## src/bp_pkg.sv

```systemverilog
package bp_pkg;

	// Address and instruction geometry.
	localparam int XLEN        = 32;            // Instruction address width.
	localparam int PC_LSB      = 2;             // Lowest PC bit above the byte offset.

	// Table sizes.
	localparam int BTB_INDEX_W = 6;             // 64 BTB entries, PC[7:2].
	localparam int BHT_INDEX_W = 8;             // 256 counters, PC[9:2].
	localparam int BTB_TAG_W   = XLEN - BTB_INDEX_W - PC_LSB; // PC bits above the BTB index.

	typedef logic [XLEN-1:0] addr_t;            // Instruction address.

	// One BTB entry, 57 bits.
	typedef struct packed {
		logic                 valid;             // Entry holds a taken branch.
		logic [BTB_TAG_W-1:0] tag;               // Upper PC bits of the branch.
		addr_t                target;            // Last resolved target.
	} btb_entry_t;

	// 2-bit saturating counter, MSB set predicts taken.
	typedef logic [1:0] ctr_t;

	localparam ctr_t CTR_STRONG_NT = 2'd0;      // Strongly not taken.
	localparam ctr_t CTR_WEAK_NT   = 2'd1;      // Weakly not taken.
	localparam ctr_t CTR_WEAK_T    = 2'd2;      // Weakly taken.
	localparam ctr_t CTR_STRONG_T  = 2'd3;      // Strongly taken.
	localparam ctr_t CTR_RESET     = CTR_WEAK_NT; // Counter value after reset.

	localparam addr_t INSN_BYTES   = 32'd4;     // Fall-through step.

endpackage

```

## src/btb.sv

```systemverilog
`timescale 1ns/1ps

// Branch target buffer.
// Direct mapped, tagged, allocates on taken resolutions only.
module btb (
	input  logic          i_clk,         // Global clock, rising edge.
	input  logic          i_reset,       // Asynchronous reset, active low.
	input  bp_pkg::addr_t i_fetch_pc,    // Lookup address.
	input  logic          i_res_valid,   // Control transfer resolved this cycle.
	input  logic          i_res_taken,   // Resolved direction.
	input  bp_pkg::addr_t i_res_pc,      // PC of the resolving instruction.
	input  bp_pkg::addr_t i_res_target,  // Resolved target.
	output logic          o_hit,         // Valid entry with matching tag.
	output bp_pkg::addr_t o_target       // Stored target of the entry.
);

logic [bp_pkg::BTB_INDEX_W-1:0] fetch_index;   // Lookup index, PC[7:2].
logic [bp_pkg::BTB_INDEX_W-1:0] res_index;     // Allocation index.
logic [bp_pkg::BTB_TAG_W-1:0]   fetch_tag;     // Upper bits of the lookup PC.
logic [bp_pkg::BTB_TAG_W-1:0]   fetch_tag_q;   // Tag lined up with the table read.
logic                           alloc;         // Write a new entry.
bp_pkg::btb_entry_t             wr_entry;      // Entry being written.
bp_pkg::btb_entry_t             rd_entry;      // Entry read for the lookup.

assign fetch_index = i_fetch_pc[bp_pkg::PC_LSB +: bp_pkg::BTB_INDEX_W];
assign res_index   = i_res_pc[bp_pkg::PC_LSB +: bp_pkg::BTB_INDEX_W];
assign fetch_tag   = i_fetch_pc[bp_pkg::XLEN-1 -: bp_pkg::BTB_TAG_W];

assign alloc = i_res_valid & i_res_taken;       // Not-taken branches keep the old entry.

assign wr_entry.valid  = 1'b1;
assign wr_entry.tag    = i_res_pc[bp_pkg::XLEN-1 -: bp_pkg::BTB_TAG_W];
assign wr_entry.target = i_res_target;

always_ff @(posedge i_clk) begin
	fetch_tag_q <= fetch_tag;                  // Compare against the registered read.
end

pred_table #(
	.INDEX_W     (bp_pkg::BTB_INDEX_W),
	.payload_t   (bp_pkg::btb_entry_t),
	.RESET_VALUE ('0)                          // All entries invalid.
) u_table (
	.i_clk      (i_clk),
	.i_reset    (i_reset),
	.i_rd_index (fetch_index),
	.i_wr_index (res_index),
	.i_wr_en    (alloc),
	.i_wr_data  (wr_entry),
	.o_rd_data  (rd_entry)
);

assign o_hit    = rd_entry.valid & (rd_entry.tag == fetch_tag_q); // Aliases miss.
assign o_target = rd_entry.target;

endmodule

```

## src/pred_table.sv

```systemverilog
`timescale 1ns/1ps

// Indexed storage shared by the BTB and the BHT.
// One write port, one registered read port.
module pred_table #(
	parameter int       INDEX_W     = 4,            // Index width, depth is 2**INDEX_W.
	parameter type      payload_t   = logic [7:0],  // Stored entry type.
	parameter payload_t RESET_VALUE = '0            // Value of every entry after reset.
) (
	input  logic               i_clk,       // Global clock, rising edge.
	input  logic               i_reset,     // Asynchronous reset, active low.
	input  logic [INDEX_W-1:0] i_rd_index,  // Read address, sampled on the edge.
	input  logic [INDEX_W-1:0] i_wr_index,  // Write address.
	input  logic               i_wr_en,     // Write enable.
	input  payload_t           i_wr_data,   // Write data.
	output payload_t           o_rd_data    // Read data, one cycle after the address.
);

localparam int DEPTH = 2 ** INDEX_W;       // Number of entries.

payload_t mem [DEPTH];                     // Table storage.

// Write and read share the edge.
// The read register samples the contents before the write lands,
// so a same-edge write shows up on the next read.
always_ff @(posedge i_clk or negedge i_reset) begin
	if (~i_reset) begin
		for (int i = 0; i < DEPTH; i++) begin
			mem[i] <= RESET_VALUE;           // Clear every entry.
		end
		o_rd_data <= RESET_VALUE;            // Read port starts at the reset value.
	end else begin
		if (i_wr_en) begin
			mem[i_wr_index] <= i_wr_data;    // Update one entry.
		end
		o_rd_data <= mem[i_rd_index];        // Old contents on a same-edge write.
	end
end

endmodule

```

## config.mk

```make
export PLATFORM = sky130hd
export DESIGN_NAME = btb
export DESIGN_NICKNAME = d
export VERILOG_FILES = /design/src/bp_pkg.sv /design/src/btb.sv /design/src/pred_table.sv
export SDC_FILE = /design/constraint.sdc
export NUM_CORES = 2
export LEC_CHECK = 0
export BUFFER_PORTS_ARGS = -buffer_cell sky130_fd_sc_hd__buf_2
export CORE_ASPECT_RATIO = 1.25
export CORE_MARGIN = 10
export CORE_UTILIZATION = 40
export DETAILED_ROUTE_END_ITERATION = 8
export SKIP_CTS_REPAIR_TIMING = 1
export SYNTH_ARGS = -nofsm -noshare
export SYNTH_HDL_FRONTEND = slang
export SYNTH_SLANG_ARGS = --single-unit
```

## constraint.sdc

```tcl
create_clock -name i_clk -period 1.85 [get_ports i_clk]
set_clock_uncertainty 0.2 [all_clocks]
set_input_delay 0.0925 -clock i_clk [delete_from_list [all_inputs] [get_ports i_clk]]
set_output_delay 0.0925 -clock i_clk [all_outputs]
set_load 0.03 [all_outputs]
```

======== Word-level counts from Yosys, hierarchy flattened ========
Index checks and enable logic that the tools add are counted.
storage, ports and cells
  bits in registers ....................... 3,729
  output and inout bits ................... 33
  input port bits ......................... 100
  word-level logic and storage cells ...... 211
operators by class
  $lt $le $gt $ge ......................... 3
  equal/unequal tests ..................... 1
  reduce and logical (&&, ||, !) cells .... 1
  multiplexer cells ....................... 6
  bitwise logic cells ..................... 4
operators by type and width
  operator              number
  $bwmux W3648          1
  $bmux W57 S6          1
  $demux W57 S6         1
  $mux W57              3
  $eq A24 B24 Y1        1
  $ge A7 B7 Y1 const B  2
  $not A6 Y7            2
  $lt A7 B1 Y1 const B  1
  $and A1 B1 Y1         2
  $logic_and A1 B1 Y1   1

======== Logic depth before layout (Yosys ltp) ========
  word-level depth ........................ 6
  depth in mapped cells ................... 11
  depth with buffers taken out ............ 5

======== Modules after synthesis ========
Synthesis repeated with hierarchy kept, for this count alone.
unflattened totals
  cell total of the unflattened synthesis .. 10,574
  area, all modules ....................... 166,997.7 µm²
modules (own cells, without submodules)
  module      area each (µm²)  seq. area each (µm²)  instances  cells an instance
  pred_table  166,238.2        92,713.9              1          10,515
  btb         759.5            480.5                 1          59

======== Worst setup path after synthesis ========
No wires, ideal clock.
  kind .................................... input port to flip-flop
  start ................................... input i_fetch_pc[3]
  end ..................................... register u_table.o_rd_data[11] (netlist bit)
  buffers on the path ..................... 3
  path slack .............................. -0.261 ns
  data required time ...................... 1.526 ns
  arrival time ............................ 1.787 ns
  setup time .............................. 0.124 ns
  cell stages on the path ................. 7
  cells stage by stage .................... buf_4 -> buf_2 -> buf_2 -> mux4_2 -> mux2_2 -> o211ai_1 -> a2bb2oi_1
between the ends
  cells in the longest elaborated chain, start to end .. 4
ends and longest elaborated chain
  what                                          line              RTL
  from (decl)                                   btb.sv:8          input bp_pkg::addr_t i_fetch_pc,
  $not A6 Y7 (not written as such)              pred_table.sv:36  o_rd_data <= mem[i_rd_index];
  $bmux W57 S6                                  pred_table.sv:36
  $mux W57 (not written as such) (2 in series)  pred_table.sv:36
  to (signal assigned)                          pred_table.sv:36
  to (decl)                                     pred_table.sv:16  output payload_t o_rd_data
Every way passes these cells. The select of a mux whose other input is x is not followed.
A chain may end at the register's enable or synchronous reset.

======== Worst setup path in the final report ========
  start ................................... register u_table.o_rd_data[46] (netlist bit)
  end ..................................... output o_hit
between the ends
  cells in the longest elaborated chain, start to end .. 2
ends and longest elaborated chain
  what            line       RTL
  $eq A24 B24 Y1  btb.sv:53  assign o_hit = rd_entry.valid & (rd_entry.tag == fetch_tag_q);
  $and A1 B1 Y1   btb.sv:53
  to (decl)       btb.sv:13  output logic o_hit,
Every way passes these cells.

==> results.md <==
* First-pass GRT wire length at 784,000 um
* Detailed Place HPWL at 369,000 um
* Initial Utilization at 0.401
* Register area share after synthesis at 0.559
* Layout Nets at 11,475
* Measured slew at the worst slew-check pin at 1360 ps
* Seq cells post-synth at 3,729
* Placement Rows at 265
* Post-Syn Area at 167,000 um^2
* VDD IR max at 0.686 mV
* GRT Overall Usage at 0.239
* Post-synth ARST share at 0.994
* Drt pass-1 iters at 7
* Top_reg_cell synth: dfrtp_1
* Clock latency on the worst-skew pair at 950 ps
* Gpl congestion at 0.838
* Largest net degree at the start of global routing at 105
* Crit path DAT at 2540 ps
* Cells after Synth at 10,581
* Fin. max-slew vios at 0
* Crit end category: primary output
* Part of the cycle the worst path needs at 1.53
* CP startpoint kind: register
* Die Area at 444,000 um^2
* # IOs at 133
* WL/cell at 31.7 um
* CTS sink count at 3,729
* Syn-to-layout area delta at 20.4%
* Critical path class: reg2out
* Die height at 742 um
* CTS H-tree lvls at 5
* WL final at 543,000 um
* Max_cap viols at 0
* Sequential share of power at 0.476
* CTS root buf: clkbuf_16
* Worst Path Required at 1560 ps
* Worst hold slack at -77.1 ps
* Drt drc at 0
* Cell-internal power at 146 mW
* CP Cell Sequence: xor2_1 > nor4_1 > nand3_1 > nor4_2 > buf_4
* Largest area contributor in the netlist: dfrtp_1
* Initial DRC Count at 7,713
* Crit path time final at 2830 ps
* CP peak stage delay at 510 ps
* Largest cells by area after synthesis: dfrtp_1, mux2_2, mux4_2
* Dpl cells at 16,351
* DR vias/cell at 5.84
* Status: complete, but fails checks
* Clock buffer depth at 4
* Final antenna-violating net count at 0
* Port bufs at 128
* Fin. Hold Viols at 62
* Remaining global-route overflow at 0
* Layout cell share with drive strength beyond 1 at 0.584
* Slew headroom at 0.0941
* Core Footprint at 416,000 um^2
* Syn Nets at 10,681
* Unrepaired setup endpoints after global routing: yes
* Worst path slowest cell: dfrtp_2
* Place WS at -1090 ps
* Sw Share at 0.245
* Comb pwr share at 0.109
* Avg Cell Area, Syn at 15.8 um^2
* Post-synth top area share at 0.556
* Hold Path Class: in2reg
* Number of synthesized flops with an enable pin at 0
* Worst Path Max Fanout at 1
* TritonCTS Buffers at 376
* Pwr per Cell Area at 963 nW/um^2
* DIE WIDTH at 598 um
* Max Fclk at 353 MHz
* Leak at 94.9 nW
* Post-route setup slack at -982 ps
* Yosys cell types at 52
* Yosys warning total at 0
* Clock network fraction of total power at 0.415
* Antenna violations before repair at 27
* Failing checks: hold timing, setup timing
* Vias in the first global route at 108,194
* Clock-pin slew on the worst setup and hold paths at 60 ps
* NetSw at 47.3 mW
* Final setup viols at 488
* Fin cells at 17,165
* Via Count at 100,170
* TritonCTS clock tree: built
-- power groups by stage --
stage          sequential, mW  combinational, mW  clock (mW)
2_1_floorplan            91.8               13.3           0
3_3_place_gp             92.8               20.0           0
3_5_place_dp             93.4               20.6           0
4_1_cts                  91.9               20.7        81.6
5_1_grt                  92.7               22.7        84.9
6_report                 92.1               21.2        80.3
-- flip-flops by register name, summed over array words and instances, names as in the netlist --
| name | flops |
|---|---|
| u_table.mem | 3648 |
| u_table.o_rd_data | 57 |
| fetch_tag_q | 24 |
-- metal layers --
metal  GRT usage  vias to the layer above  part of all wire
met5           0                        -           0.00012
met2       0.408                     2983              0.50
met1       0.305                    55322              0.40
li1            -                    40726                 -
met3      0.0312                     1127             0.048
met4       0.105                       12             0.052
-- critical path: cells and delay by family (launching register included) --
family | cells | cell delay [ps]
flops | 1 | 510
xor+xnor | 1 | 200
buf+inv | 1 | 210
simple gates | 3 | 670
-- synth_stat cells (6+ instances only) --
cell type	number
dfrtp_1	3705
mux2_2	3645
mux4_2	836
buf_2	492
clkbuf_1	478
mux2i_1	231
o22ai_1	215
nor2_1	108
buf_4	94
nand2_1	92
buf_1	67
nor4_1	57
or2_2	53
a21oi_1	50
nand2b_1	48
o21ai_0	43
a221oi_1	32
a211oi_1	28
a2bb2oi_1	26
nand3_1	25
nor3_1	25
dfxtp_1	24
nor2b_1	23
o221ai_1	20
a22oi_1	18
a221o_1	17
buf_6	17
o211ai_1	17
o22a_1	16
xor2_1	15
and3_1	10
xnor2_1	9
a2111oi_0	6
and2_1	6
-- worst paths after layout --
| path | startpoint | to | cells past startpoint | slack, ps |
|---|---|---|---|---|
| worst max register to register | u_table.mem[485]$_DFFE_PN0P_ | u_table.o_rd_data[29]$_DFF_PN0_ | 5 | -120 |
| worst min-delay path | i_fetch_pc[3] | u_table.o_rd_data[16]$_DFF_PN0_ | 7 | -80 |
| worst min register to register | u_table.mem[3476]$_DFFE_PN0P_ | u_table.mem[3476]$_DFFE_PN0P_ | 1 | 260 |
| max in group asynchronous | i_reset | u_table.mem[79]$_DFFE_PN0P_ | 6 | 170 |
| worst max-delay path | u_table.o_rd_data[46]$_DFF_PN0_ | o_hit | 5 | -980 |
| min in group asynchronous | i_reset | u_table.mem[664]$_DFFE_PN0P_ | 4 | 40 |
-- cell type report --
| class | instances | area, um^2 |
|---|---|---|
| Antenna cell | 8 | 20.0 |
| Clock buffer | 548 | 11000 |
| Clock inverter | 139 | 1920 |
| Fill cell | 34708 | 215000 |
| Inverter | 1 | 3.75 |
| Multi-Input combinational cell | 5702 | 69700 |
| Sequential cell | 3729 | 93200 |
| Tap cell | 5473 | 6850 |
| Timing Repair Buffer | 1565 | 18200 |
-- logic make-up after synthesis --
group	after synthesis	share of synthesized area
XOR/XNOR	24	0.00126
AO/OA/AOI/OAI	499	0.0205
AND/OR/NAND/NOR	467	0.0144
flip-flops	3729	0.559
buffers and inverters	1150	0.0325
multiplexers	4712	0.373
-- layout by cell type (no fill, tap or decap), types with 24 or more instances in the layout --
master         synthesis  final
buf_12                 0    497
buf_4                 94    827
o21ai_0               43     30
or2_2                 53     52
mux2_2              3645   3634
o22ai_2                0     41
nor2_4                 0     49
clkbuf_1             478     85
buf_6                 17     26
dfxtp_1               24     24
dlygate4sd3_1          0    119
clkbuf_16              0    379
nand3_1               25     24
nand2_1               92     71
mux2i_1              231    226
buf_2                492     91
dfrtp_1             3705   3682
clkbuf_8               0     84
mux4_2               836    836
bufinv_16              0     38
nor4_1                57     40
nand2b_1              48     43
nor2_1               108     56
a21oi_1               50     45
clkinv_2               0     59
o22ai_1              215    171
-- metrics by stage --
step           utilization  power (mW)  TNS [ps]  area, um^2  hold WS, ps
2_1_floorplan            -         105     -1520      167000         -403
3_3_place_gp         0.446         113   -887940      186000         -221
3_5_place_dp         0.446         114   -935440      186000         -229
4_1_cts              0.477         194     -9320      199000        -1240
5_1_grt              0.483         200    -45760      201000       -0.875
6_report             0.483         194    -45730      201000        -77.1
(Power assumes the default switching activity.)
