<file path="src/bp_pkg.sv">
package bp_pkg;

	// Address and instruction geometry.
	localparam int XLEN        = 32;            // Instruction address width.
	localparam int PC_LSB      = 2;             // Lowest PC bit above the byte offset.

	// Table sizes.
	localparam int BTB_INDEX_W = 6;             // 64 BTB entries, PC[7:2].
	localparam int BHT_INDEX_W = 8;             // 256 counters, PC[9:2].
	localparam int BTB_TAG_W   = XLEN - BTB_INDEX_W - PC_LSB; // PC bits above the BTB index.

	typedef logic [XLEN-1:0] addr_t;            // Instruction address.

	// One BTB entry, 57 bits.
	typedef struct packed {
		logic                 valid;             // Entry holds a taken branch.
		logic [BTB_TAG_W-1:0] tag;               // Upper PC bits of the branch.
		addr_t                target;            // Last resolved target.
	} btb_entry_t;

	// 2-bit saturating counter, MSB set predicts taken.
	typedef logic [1:0] ctr_t;

	localparam ctr_t CTR_STRONG_NT = 2'd0;      // Strongly not taken.
	localparam ctr_t CTR_WEAK_NT   = 2'd1;      // Weakly not taken.
	localparam ctr_t CTR_WEAK_T    = 2'd2;      // Weakly taken.
	localparam ctr_t CTR_STRONG_T  = 2'd3;      // Strongly taken.
	localparam ctr_t CTR_RESET     = CTR_WEAK_NT; // Counter value after reset.

	localparam addr_t INSN_BYTES   = 32'd4;     // Fall-through step.

endpackage

</file>
<file path="src/bht.sv">
`timescale 1ns/1ps

// Branch history table of 2-bit saturating counters.
// The counter update is a read-modify-write: the current value comes from
// a second table one cycle after the resolution, so the write lands one
// edge later and is bypassed to lookups and back-to-back resolutions.
module bht (
	input  logic          i_clk,        // Global clock, rising edge.
	input  logic          i_reset,      // Asynchronous reset, active low.
	input  bp_pkg::addr_t i_fetch_pc,   // Lookup address.
	input  logic          i_res_valid,  // Control transfer resolved this cycle.
	input  logic          i_res_taken,  // Resolved direction.
	input  bp_pkg::addr_t i_res_pc,     // PC of the resolving instruction.
	output logic          o_taken       // Predicted direction.
);

logic [bp_pkg::BHT_INDEX_W-1:0] fetch_index;  // Lookup index, PC[9:2].
logic [bp_pkg::BHT_INDEX_W-1:0] res_index;    // Resolve index.
logic [bp_pkg::BHT_INDEX_W-1:0] upd_index_q;  // Index of the pending update.
logic                           upd_valid_q;  // Update pending this cycle.
logic                           upd_taken_q;  // Direction of the pending update.
logic                           cur_fwd_q;    // Pending write hits the resolve read.
logic                           lk_fwd_q;     // Pending write hits the lookup read.
bp_pkg::ctr_t                   ctr_fwd_q;    // Counter value just written.
bp_pkg::ctr_t                   rd_ctr;       // Lookup table output.
bp_pkg::ctr_t                   cur_rd_ctr;   // Resolve table output.
bp_pkg::ctr_t                   cur_ctr;      // Current counter at the update index.
bp_pkg::ctr_t                   lk_ctr;       // Counter seen by the lookup.
bp_pkg::ctr_t                   new_ctr;      // Counter after one step.

assign fetch_index = i_fetch_pc[bp_pkg::PC_LSB +: bp_pkg::BHT_INDEX_W];
assign res_index   = i_res_pc[bp_pkg::PC_LSB +: bp_pkg::BHT_INDEX_W];

always_ff @(posedge i_clk or negedge i_reset) begin
	if (~i_reset) begin
		upd_valid_q <= 1'b0;
		upd_taken_q <= 1'b0;
		upd_index_q <= '0;
		cur_fwd_q   <= 1'b0;
		lk_fwd_q    <= 1'b0;
	end else begin
		upd_valid_q <= i_res_valid;             // Every resolution trains.
		upd_taken_q <= i_res_taken;
		upd_index_q <= res_index;
		cur_fwd_q   <= upd_valid_q & (upd_index_q == res_index);   // Back-to-back same index.
		lk_fwd_q    <= upd_valid_q & (upd_index_q == fetch_index); // Lookup after resolve.
	end
end

always_ff @(posedge i_clk) begin
	ctr_fwd_q <= new_ctr;                      // Copy of the value being written.
end

assign cur_ctr = cur_fwd_q ? ctr_fwd_q : cur_rd_ctr;
assign lk_ctr  = lk_fwd_q ? ctr_fwd_q : rd_ctr;

// One step toward the resolved direction, saturating at both ends.
always_comb begin
	case (cur_ctr)
		bp_pkg::CTR_STRONG_NT: new_ctr = upd_taken_q ? bp_pkg::CTR_WEAK_NT : bp_pkg::CTR_STRONG_NT;
		bp_pkg::CTR_WEAK_NT:   new_ctr = upd_taken_q ? bp_pkg::CTR_WEAK_T : bp_pkg::CTR_STRONG_NT;
		bp_pkg::CTR_WEAK_T:    new_ctr = upd_taken_q ? bp_pkg::CTR_STRONG_T : bp_pkg::CTR_WEAK_NT;
		default:               new_ctr = upd_taken_q ? bp_pkg::CTR_STRONG_T : bp_pkg::CTR_WEAK_T;
	endcase
end

pred_table #(
	.INDEX_W     (bp_pkg::BHT_INDEX_W),
	.payload_t   (bp_pkg::ctr_t),
	.RESET_VALUE (bp_pkg::CTR_RESET)
) u_lookup_table (
	.i_clk      (i_clk),
	.i_reset    (i_reset),
	.i_rd_index (fetch_index),                 // Read by the fetch PC.
	.i_wr_index (upd_index_q),
	.i_wr_en    (upd_valid_q),
	.i_wr_data  (new_ctr),
	.o_rd_data  (rd_ctr)
);

pred_table #(
	.INDEX_W     (bp_pkg::BHT_INDEX_W),
	.payload_t   (bp_pkg::ctr_t),
	.RESET_VALUE (bp_pkg::CTR_RESET)
) u_update_table (
	.i_clk      (i_clk),
	.i_reset    (i_reset),
	.i_rd_index (res_index),                   // Read by the resolve PC.
	.i_wr_index (upd_index_q),                 // Same writes as the lookup copy.
	.i_wr_en    (upd_valid_q),
	.i_wr_data  (new_ctr),
	.o_rd_data  (cur_rd_ctr)
);

assign o_taken = lk_ctr[1];                    // MSB set predicts taken.

endmodule

</file>
<file path="src/pred_table.sv">
`timescale 1ns/1ps

// Indexed storage shared by the BTB and the BHT.
// One write port, one registered read port.
module pred_table #(
	parameter int       INDEX_W     = 4,            // Index width, depth is 2**INDEX_W.
	parameter type      payload_t   = logic [7:0],  // Stored entry type.
	parameter payload_t RESET_VALUE = '0            // Value of every entry after reset.
) (
	input  logic               i_clk,       // Global clock, rising edge.
	input  logic               i_reset,     // Asynchronous reset, active low.
	input  logic [INDEX_W-1:0] i_rd_index,  // Read address, sampled on the edge.
	input  logic [INDEX_W-1:0] i_wr_index,  // Write address.
	input  logic               i_wr_en,     // Write enable.
	input  payload_t           i_wr_data,   // Write data.
	output payload_t           o_rd_data    // Read data, one cycle after the address.
);

localparam int DEPTH = 2 ** INDEX_W;       // Number of entries.

payload_t mem [DEPTH];                     // Table storage.

// Write and read share the edge.
// The read register samples the contents before the write lands,
// so a same-edge write shows up on the next read.
always_ff @(posedge i_clk or negedge i_reset) begin
	if (~i_reset) begin
		for (int i = 0; i < DEPTH; i++) begin
			mem[i] <= RESET_VALUE;           // Clear every entry.
		end
		o_rd_data <= RESET_VALUE;            // Read port starts at the reset value.
	end else begin
		if (i_wr_en) begin
			mem[i_wr_index] <= i_wr_data;    // Update one entry.
		end
		o_rd_data <= mem[i_rd_index];        // Old contents on a same-edge write.
	end
end

endmodule

</file>
<file path="config.mk">
export PLATFORM = sky130hd
export DESIGN_NAME = bht
export DESIGN_NICKNAME = d
export VERILOG_FILES = /design/src/bp_pkg.sv /design/src/bht.sv /design/src/pred_table.sv
export SDC_FILE = /design/constraint.sdc
export NUM_CORES = 1
export LEC_CHECK = 0
export ABC_AREA = 1
export BUFFER_PORTS_ARGS = -buffer_cell sky130_fd_sc_hd__buf_2
export CAP_MARGIN = 40
export CORE_AREA = 2 2 252 254
export CTS_BUF_LIST = sky130_fd_sc_hd__clkbuf_8 sky130_fd_sc_hd__clkbuf_16
export DETAILED_ROUTE_END_ITERATION = 6
export DIE_AREA = 0 0 254 256
export PLACE_DENSITY = 0.7
export SYNTH_ARGS = -nofsm -noshare
export SYNTH_HDL_FRONTEND = slang
export SYNTH_SLANG_ARGS = --single-unit
</file>
<file path="constraint.sdc">
create_clock -name i_clk -period 2.5 [get_ports i_clk]
set_clock_uncertainty 0.2 [all_clocks]
set_input_delay 0.25 -clock i_clk [delete_from_list [all_inputs] [get_ports i_clk]]
set_output_delay 0.25 -clock i_clk [all_outputs]
set_load 0.05 [all_outputs]
</file>
# --- Word level (Yosys, flattened, before mapping) ---
# Index checks and enable logic that the tools add are counted.
op_classes:
  mux: 17
  bitwise_logic: 5
  reduce_logical: 2
  n_eq_ne: 4
  magnitude_cmp: 4
ops:
  columns: ["cell", "n"]
  rows:
  - ["$bwmux W512", 2]
  - ["$bmux W2 S8", 2]
  - ["$ge A9 B9 Y1 const B", 3]
  - ["$not A8 Y9", 3]
  - ["$mux W2", 9]
  - ["$demux W2 S8", 1]
  - ["$eq A8 B8 Y1", 2]
  - ["$lt A9 B1 Y1 const B", 1]
  - ["$pmux W2 S3", 1]
  - ["$and A1 B1 Y1", 2]
  - ["$eq A2 B1 Y1 const B", 1]
  - ["$eq A2 B2 Y1 const B", 1]
  - ["$logic_not A2 Y1", 1]
  - ["$mux W1", 2]
  - ["$logic_and A1 B1 Y1", 1]
word_totals:
  regBits: 1042
  out_inout_bits: 1
  elab_cells: 552

# --- Depth between registers and ports, before layout ---
# Gate-level depths: netlist of run 1.
logic_depth:
  ltp_word: 6
  ltp_mapped: 14

# --- Cells and area by module ---
# From an unflattened synthesis of run 1, not the netlist that was laid out.
unflattened:
  cells_unflattened: 6328
  hier_area_um2: 49890.3
modules_own_cells:
  columns: ["mod", "seq_area_each_um2", "n_inst", "cells_per_inst", "area_each_um2"]
  rows:
  - ["pred_table", 13183.9, 2, 3117, 24601.1]
  - ["bht", 340.3, 1, 94, 688.2]

# --- Worst setup path after synthesis of run 1 ---
# No wires, ideal clock.
synth_timing:
  path_kind: "reg-to-reg"
  startpoint: "register cur_fwd_q"
  endpoint: "register u_lookup_table.mem[195] (netlist name)"
  setup_time_ns: 0.132
  path_slack_ns: 0.749
  required_ns: 2.168
  arrival_time_ns: 1.419
  path_stages_with_launch: 8
  period_less_slack_ns: 1.751
  cell_sequence: "dfrtp_1 -> o21ai_0 -> inv_1 -> or2_1 -> nand2_1 -> buf_2 -> clkbuf_1 -> o21ai_0"
synth_via:
  elab_chain_cells: 4
synth_rtl:
  columns: ["item", "line_no", "source"]
  rows:
  - ["from (decl)", "bht.sv:22", "logic cur_fwd_q;"]
  - ["from (signal assigned)", "bht.sv:45", "cur_fwd_q <= upd_valid_q & (upd_index_q == res_index);"]
  - ["$mux W2 *", "bht.sv:54", "assign cur_ctr = cur_fwd_q ? ctr_fwd_q : cur_rd_ctr;"]
  - ["$eq A2 B2 Y1, or another cell as far along", "bht.sv:59", "case (cur_ctr)"]
  - ["$pmux W2 S3 *", "bht.sv:59", null]
  - ["$bwmux W512 *", "pred_table.sv:34", "mem[i_wr_index] <= i_wr_data;"]
  - ["to (signal, indexed assignment)", "pred_table.sv:34", null]
  - ["to (decl)", "pred_table.sv:21", "payload_t mem [DEPTH];"]
# Every way passes the cells marked *; elsewhere a longest branch is shown, timed or not.
# A chain may end at the register's enable or synchronous reset.

# --- Worst setup path in the final report of run 1 ---
layout_timing:
  startpoint: "register u_lookup_table.mem[97] (netlist name)"
  endpoint: "register u_lookup_table.o_rd_data[1] (netlist name)"
layout_via:
  elab_chain_cells: 3
layout_rtl:
  columns: ["item", "line_no", "source"]
  rows:
  - ["$bmux W2 S8", "pred_table.sv:36", "o_rd_data <= mem[i_rd_index];"]
  - ["$mux W2 (implied by the code) (2 in series)", "pred_table.sv:36", null]
  - ["to (signal assigned)", "pred_table.sv:36", null]
  - ["to (decl)", "pred_table.sv:16", "output payload_t o_rd_data"]
# No other way between the ends. The select of a mux whose other input is x is not followed.

==> impl_metrics.csv, run 1 <==
group,metric,value,unit
setup_path,cp_common_cell,"nand3_1",
finish,final_nets,3768,
finish,final_cells,4597,
finish,areaGrowthSynthToFinish,13.67,%
min_path,hold_path.class,"in -> reg",
placed_design,place_congestion,0.9458,
routing,met1Wirelength,38.85,mm
setup_path,crit_path_max_fanout,3,
yosys,async_flop_share,99.62,%
outcome,failed_checks,"DRC",
finish,fill_cells,6035,
routing,wl_met3,9.487,mm
pwr,p_per_area,674.7,nW/µm²
setup_path,path_cells,"nand2_1 -> nand3_1 -> nand3_1 -> nand3_1 -> nand3_1 -> nand2_1 -> nand2_1 -> nand3_1 -> nand3_1 -> dlygate4sd3_1 -> nand2_1",
pwr,p_leak,12.40,nW
timing,hold_violations,0,
outcome,run_status,"complete, but fails checks",
setup_path,critical_path_class,"reg -> reg",
routing,drt-pass1-iter-count,7,
routing,routed.top_layer,"met5",
yosys,yosysSeqAreaShare,48.94,%
setup_path,slowest_stage,"dlygate4sd3_1",
setup_path,path_buf_inv,1,
timing,rsz0062_at_grt,"false",
die,start_util,44.37,%
yosys,synth_ff_type,"dfrtp_1",
clock_tree,cts_tree,"yes",
yosys,synth_largest_area_cell,"dfrtp_1",
setup_path,cp-start-kind,"flop",
routing,vias,26510,
global_route,grt_pass1_wl,144.8,mm
finish,fin_util,50.44,%
clock_tree,cts_resized,0,
die,die_y,256,µm
yosys,netlist_area,27680,µm²
yosys,synth_common_cells,"1605 x nand2_1, 740 x nand3_1, 427 x o21ai_0, 270 x dfrtp_1, 257 x dfstp_2",
clock_tree,insertion_delay,0.64,ns
finish,drive_gt1_share,14.27,%
global_route,grt_util_all_layers,28.60,%
yosys,avgSynthCellArea,7.426,µm²
setup_path,end_kind,"flop",
placed_design,hpwl,56.65,mm
timing,maxSlewViolCount,0,
setup_path,arrival,2.63,ns
global_route,grt_start_max_net_pins,109,
routing,vias_per_cell,5.766,
die,num_rows,92,
yosys,synth-edff-count,0,
yosys,yosysMostFrequentCell,"nand2_1",
die,dieArea,65020,µm²
routing,wl_met2,40.03,mm
yosys,synth_cell_types,27,
routing,drtIter0Drc,3691,
setup_path,max_stage_delay,0.54,ns
die,die_x,254,µm
pwr,worst_ir_drop_vdd,0.5627,mV
routing,ant_nets,0,
timing,fin_tns_setup,0,ns
yosys,postSynthCellCount,3728,
yosys,synth-seq-cells,529,
setup_path,cp_top_family,"simple AND/OR/NAND/NOR gates",
die,core_area,62390,µm²
clock_tree,path_clk_slew,0.06,ns
timing,max_freq,0.4323,GHz
clock_tree,cts.sinks,529,
run,drv_cap,0,
clock_tree,cts_root_buf,"clkbuf_16",
timing,setup_viol_count_final,0,
placed_design,placed_cells,4470,
timing,post-route-min-period,2.313,ns
timing,tightestPinTransition,0.6294,ns
routing,routedWlPerCell,20.22,µm
yosys,syn_nets,3796,
setup_path,critPathRequiredTime,2.82,ns
routing,drc,4,
placed_design,buffer_ports.inserted,20,
global_route,antenna_found_initial,3,
routing,totalWireLength,92.95,mm
clock_tree,cts_buffers,58,
yosys,netlist.area_leader.share,24.41,%
die,boundaryPins,69,
timing,relSlewSlack,58.04,%
timing,period_share,92.53,%
global_route,grt_pass1_vias,24660,
clock_tree,cts_buffer_depth,3,
global_route,overflow,0,
yosys,yosysWarnings,0,
clock_tree,h-tree-depth,2,
yosys,synth_area_leaders,"dfrtp_1 24%, dfstp_2 24%, nand2_1 22%",
-- area by class of cell --
| cell class | count | area, µm² | share of cell area [%] |
|---|---|---|---|
| antenna | 1 | 2.502 | 0.007952 |
| clock buffer | 75 | 1697 | 5.392 |
| clock inverter | 35 | 292.8 | 0.9304 |
| inverter | 30 | 126.4 | 0.4016 |
| multi-input combinational | 2918 | 12800 | 40.68 |
| sequential | 529 | 13550 | 43.06 |
| tap | 846 | 1059 | 3.364 |
| timing repair buffer | 163 | 1941 | 6.167 |
-- report_power, final --
group	total (W)	internal [W]	switching, W
Combinational	0.00288	0.000882	0.00200
Sequential	0.00948	0.00918	0.000300
Clock	0.00887	0.00518	0.00370
Total	0.0212	0.0152	0.00600
-- logic make-up (layout without fill, tap and decap cells) --
kind of cell / after synthesis / after routing / share of synthesized area, %
compound gates: 527 / 527 / 9.600
xor+xnor: 6 / 6 / 0.1898
buf+inv: 281 / 303 / 4.868
flops: 529 / 529 / 48.94
other cells: 0 / 1 / 0
simple gates: 2385 / 2385 / 36.40
-- per-stage QoR --
step           hold slack (ns)  cell area [µm²]  setup slack [ns]  power (W)
2_1_floorplan          -0.2456            27680            0.7491    0.01114
3_3_place_gp          -0.08419            29320            0.2987    0.01237
3_5_place_dp          -0.08445            29320            0.2940    0.01241
4_1_cts              0.0006611            31470            0.2378    0.02127
5_1_grt                0.02476            31470           0.05842    0.02199
6_report               0.03433            31470            0.1866    0.02123
-- timing repair --
action	4_1_cts	5_1_grt
hold buffers	16	0
setup buffers	0	0
endpoints found under the hold margin	459	0
-- worst paths after layout --
path / from / endpoint / slack (ns) / depth (start not counted)
setup reg to reg: u_lookup_table.mem[97] / u_lookup_table.o_rd_data[1] / 0.19 / 11
hold reg to reg: u_update_table.mem[328] / u_update_table.mem[328] / 0.27 / 2
min in group asynchronous: i_reset / u_update_table.mem[180] / 0.08 / 2
max in group asynchronous: i_reset / lk_fwd_q / 1.11 / 3
setup / recovery: u_lookup_table.mem[97] / u_lookup_table.o_rd_data[1] / 0.19 / 11
hold / removal: i_res_pc[2] / upd_index_q[0] / 0.03 / 3
-- sequential cells by signal, indices dropped and copies added (netlist names), 2 cells and up --
name / flops
u_lookup_table.mem: 256
u_update_table.o_rd_data: 2
u_update_table.mem: 256
upd_index_q: 8
ctr_fwd_q: 2
-- per-layer routing --
layer / up-vias / global-route usage [%]
met2: 1463 / 42.21
met1: 12430 / 41.14
met5: - / 0
met4: 4 / 13.59
li1: 12330 / -
met3: 288 / 4.292
-- placed cells by master (no fill, tap or decap), types with 2 or more instances in the layout --
| master | synthesis | routed |
|---|---|---|
| o21ai_1 | 89 | 89 |
| dfstp_2 | 257 | 257 |
| clkbuf_8 | 0 | 17 |
| nand3_4 | 4 | 4 |
| clkinv_2 | 1 | 22 |
| nor2_1 | 17 | 17 |
| xor2_1 | 6 | 6 |
| nand2_4 | 0 | 2 |
| clkbuf_16 | 0 | 59 |
| dfxtp_1 | 2 | 2 |
| nand2_1 | 1605 | 1603 |
| nor2_4 | 11 | 11 |
| o21ai_0 | 427 | 427 |
| dfrtp_1 | 270 | 270 |
| inv_2 | 2 | 2 |
| clkinv_1 | 3 | 3 |
| inv_4 | 0 | 2 |
| nand3_1 | 740 | 740 |
| inv_1 | 24 | 28 |
| dlygate4sd3_1 | 0 | 16 |
| bufinv_16 | 0 | 4 |
| clkinv_8 | 0 | 2 |
| nor3_4 | 4 | 4 |
| buf_12 | 0 | 56 |
| o22ai_1 | 4 | 4 |
| a21oi_1 | 3 | 3 |
| nor4_1 | 2 | 2 |
| buf_2 | 110 | 15 |
| a221oi_1 | 4 | 4 |
| buf_4 | 15 | 74 |
-- worst register-to-register path, cell delays in order (launching register included) --
cell	delay (ns)
dfrtp_1	0.41
nand2_1	0.08
nand3_1	0.08
nand3_1	0.10
nand3_1	0.21
nand3_1	0.25
nand2_1	0.09
nand2_1	0.06
nand3_1	0.07
nand3_1	0.07
dlygate4sd3_1	0.54
nand2_1	0.05
(Power assumes the default switching activity.)
==> inputs of run 2 (changes only) <==
PLACE_DENSITY = 0.72   (was 0.7)
SLEW_MARGIN = 20   (was not set)
clock period = 2 ns   (was 2.5 ns; I/O delays follow)
==> run 2 against run 1 <==
Against the previous run:
- the flow still finishes with violations (DRC)
- clock-buffer cell count shrank 2
- non-clock buffer count grew 94
- sequential share of layout area shrank 1.7 points
- total power grew 25%
- sequential power grew 26%
- flip-flop and latch count is the same
- via count grew 2.5%
- core utilization grew 2.1 points
- worst hold slack gained 0.020 ns
- first-iteration DRC count shrank 3.4%
- clock power grew 22%
==> impl_metrics.csv, run 2 (synthesis gave the netlist of run 1 again) <==
group,metric,value,unit
pwr,sequentialPowerShare,44.6,%
pwr,p_sw_share,28.40,%
timing,period_share,97.92,%
timing,maxSlewViolCount,0,
routing,vias_per_cell,5.800,
pwr,p_leak,13.05,nW
finish,drive_gt1_share,16.17,%
routing,vias,27180,
die,die_x,254,µm
routing,ant_nets,0,
clock_tree,cts_root_buf,"clkbuf_16",
min_path,hold_path.class,"in -> async",
pwr,switchingPower,0.007553,W
timing,relSlewSlack,60.33,%
global_route,overflow,0,
die,num_rows,92,
pwr,power,0.02659,W
routing,routedWlPerCell,20.37,µm
global_route,antenna_found_initial,2,
clock_tree,cts_buffer_depth,3,
setup_path,critical_path_class,"in -> reg",
clock_tree,path_clk_slew,0.06,ns
timing,hold_violations,0,
routing,drt-pass1-iter-count,7,
setup_path,end_kind,"flop",
die,core_area,62390,µm²
run,drv_cap,0,
setup_path,critPathRequiredTime,2.38,ns
outcome,run_status,"complete, but fails checks",
routing,drc,1,
finish,num_antenna_cells,0,
global_route,grt_util_all_layers,29.28,%
die,boundaryPins,69,
outcome,failed_checks,"DRC",
timing,post-route-min-period,1.958,ns
timing,fin_tns_setup,0,ns
global_route,grt_pass1_vias,25730,
global_route,grt_start_max_net_pins,110,
die,die_y,256,µm
finish,final_cell_mix,"1601 x nand2_1, 737 x nand3_1, 424 x o21ai_0",
setup_path,crit_path_max_fanout,15,
finish,layout_commonest_cell,"nand2_1",
pwr,intPower,0.01904,W
clock_tree,h-tree-depth,2,
placed_design,place_congestion,0.9525,
pwr,p_clk_share,40.4,%
setup_path,arrival,2.34,ns
global_route,grt_pass1_wl,148.7,mm
timing,setup_viol_count_final,0,
placed_design,buffer_ports.inserted,20,
finish,final_nets,3861,
finish,fin_util,52.56,%
clock_tree,cts.sinks,529,
setup_path,cp-start-kind,"input port",
pwr,p_per_area,810.9,nW/µm²
die,start_util,44.37,%
finish,final_cells,4686,
placed_design,placed_cells,4550,
timing,tightestPinTransition,0.5931,ns
placed_design,hpwl,60.07,mm
die,dieArea,65020,µm²
routing,drtIter0Drc,3567,
pwr,worst_ir_drop_vdd,0.8202,mV
timing,max_freq,0.5106,GHz
pwr,pwr-share-comb,15.0,%
clock_tree,insertion_delay,0.65,ns
clock_tree,cts_buffers,57,
routing,totalWireLength,95.45,mm
finish,areaGrowthSynthToFinish,18.45,%
finish,reg_top3,"u_lookup_table.mem x256, u_update_table.mem x256, upd_index_q x8",
timing,rsz0062_at_grt,"true",
clock_tree,cts_tree,"yes",
## run 2: final timing paths
path	startpoint	end	slack (ns)	depth (start not counted)
min reg2reg	u_update_table.mem[16]	u_update_table.mem[16]	0.27	2
max reg2reg	upd_index_q[0]	u_update_table.mem[110]	0.10	7
min	i_reset	u_lookup_table.mem[419]	0.05	3
max in group asynchronous	i_reset	u_update_table.mem[460]	0.10	5
min in group i_clk	i_fetch_pc[4]	lk_fwd_q	0.11	5
max	i_res_pc[2]	u_update_table.o_rd_data[0]	0.04	14
## run 2: layout make-up
class	instances	area [µm²]
Multi-Input combinational cell	2918	12820
Fill cell	5796	29600
Clock buffer	73	1647
Inverter	30	131.4
Tap cell	846	1059
Timing Repair Buffer	257	3304
Clock inverter	33	276.5
Sequential cell	529	13550
## run 2: power groups by stage
stage / Sequential, W / Clock [W] / Combinational [W]
finish: 0.0119 / 0.0108 / 0.00398
global placement: 0.0120 / 0 / 0.00372
detailed placement: 0.0120 / 0 / 0.00377
global route: 0.0119 / 0.0113 / 0.00431
CTS: 0.0118 / 0.0109 / 0.00383
floorplan: 0.0119 / 0 / 0.00203
## run 2: through the flow
step	setup slack [ns]	hold slack, ns	area [µm²]
2_1_floorplan	0.2491	-0.2956	27680
5_1_grt	-0.03866	0.09769	32790
3_3_place_gp	-0.02046	-0.1243	30440
6_report	0.04169	0.05471	32790
3_5_place_dp	-0.01255	-0.1238	30440
4_1_cts	0.05799	0.03912	32580
## run 2: critical path, stage by stage
cell,delay [ns]
dlygate4sd3_1,0.55
clkbuf_8,0.20
inv_12,0.18
buf_4,0.25
nand2_1,0.09
nand3_1,0.07
nand3_1,0.07
nand3_1,0.11
nand3_1,0.12
nand2_1,0.17
nand2_1,0.07
nand3_1,0.08
nand3_1,0.08
nand2_1,0.07
## run 2: what timing repair did
| item | in CTS | in global routing |
|---|---|---|
| gates resized for setup | 2 | 16 |
| hold endpoints to repair | 411 | 0 |
| cloned | 0 | 4 |
| hold buffers | 21 | 0 |
| buffers inserted | 0 | 4 |
| setup endpoints to repair | 1 | 30 |
| pin swaps | 0 | 2 |
## run 2: routing by layer
layer  up-vias  routed length [µm]  global-route usage [%]
met5         -                  28                       0
met1     12810               38850                   40.24
met2      1543               41700                   43.37
li1      12510                   -                       -
met4         4                4815                   14.84
met3       315               10070                   6.509
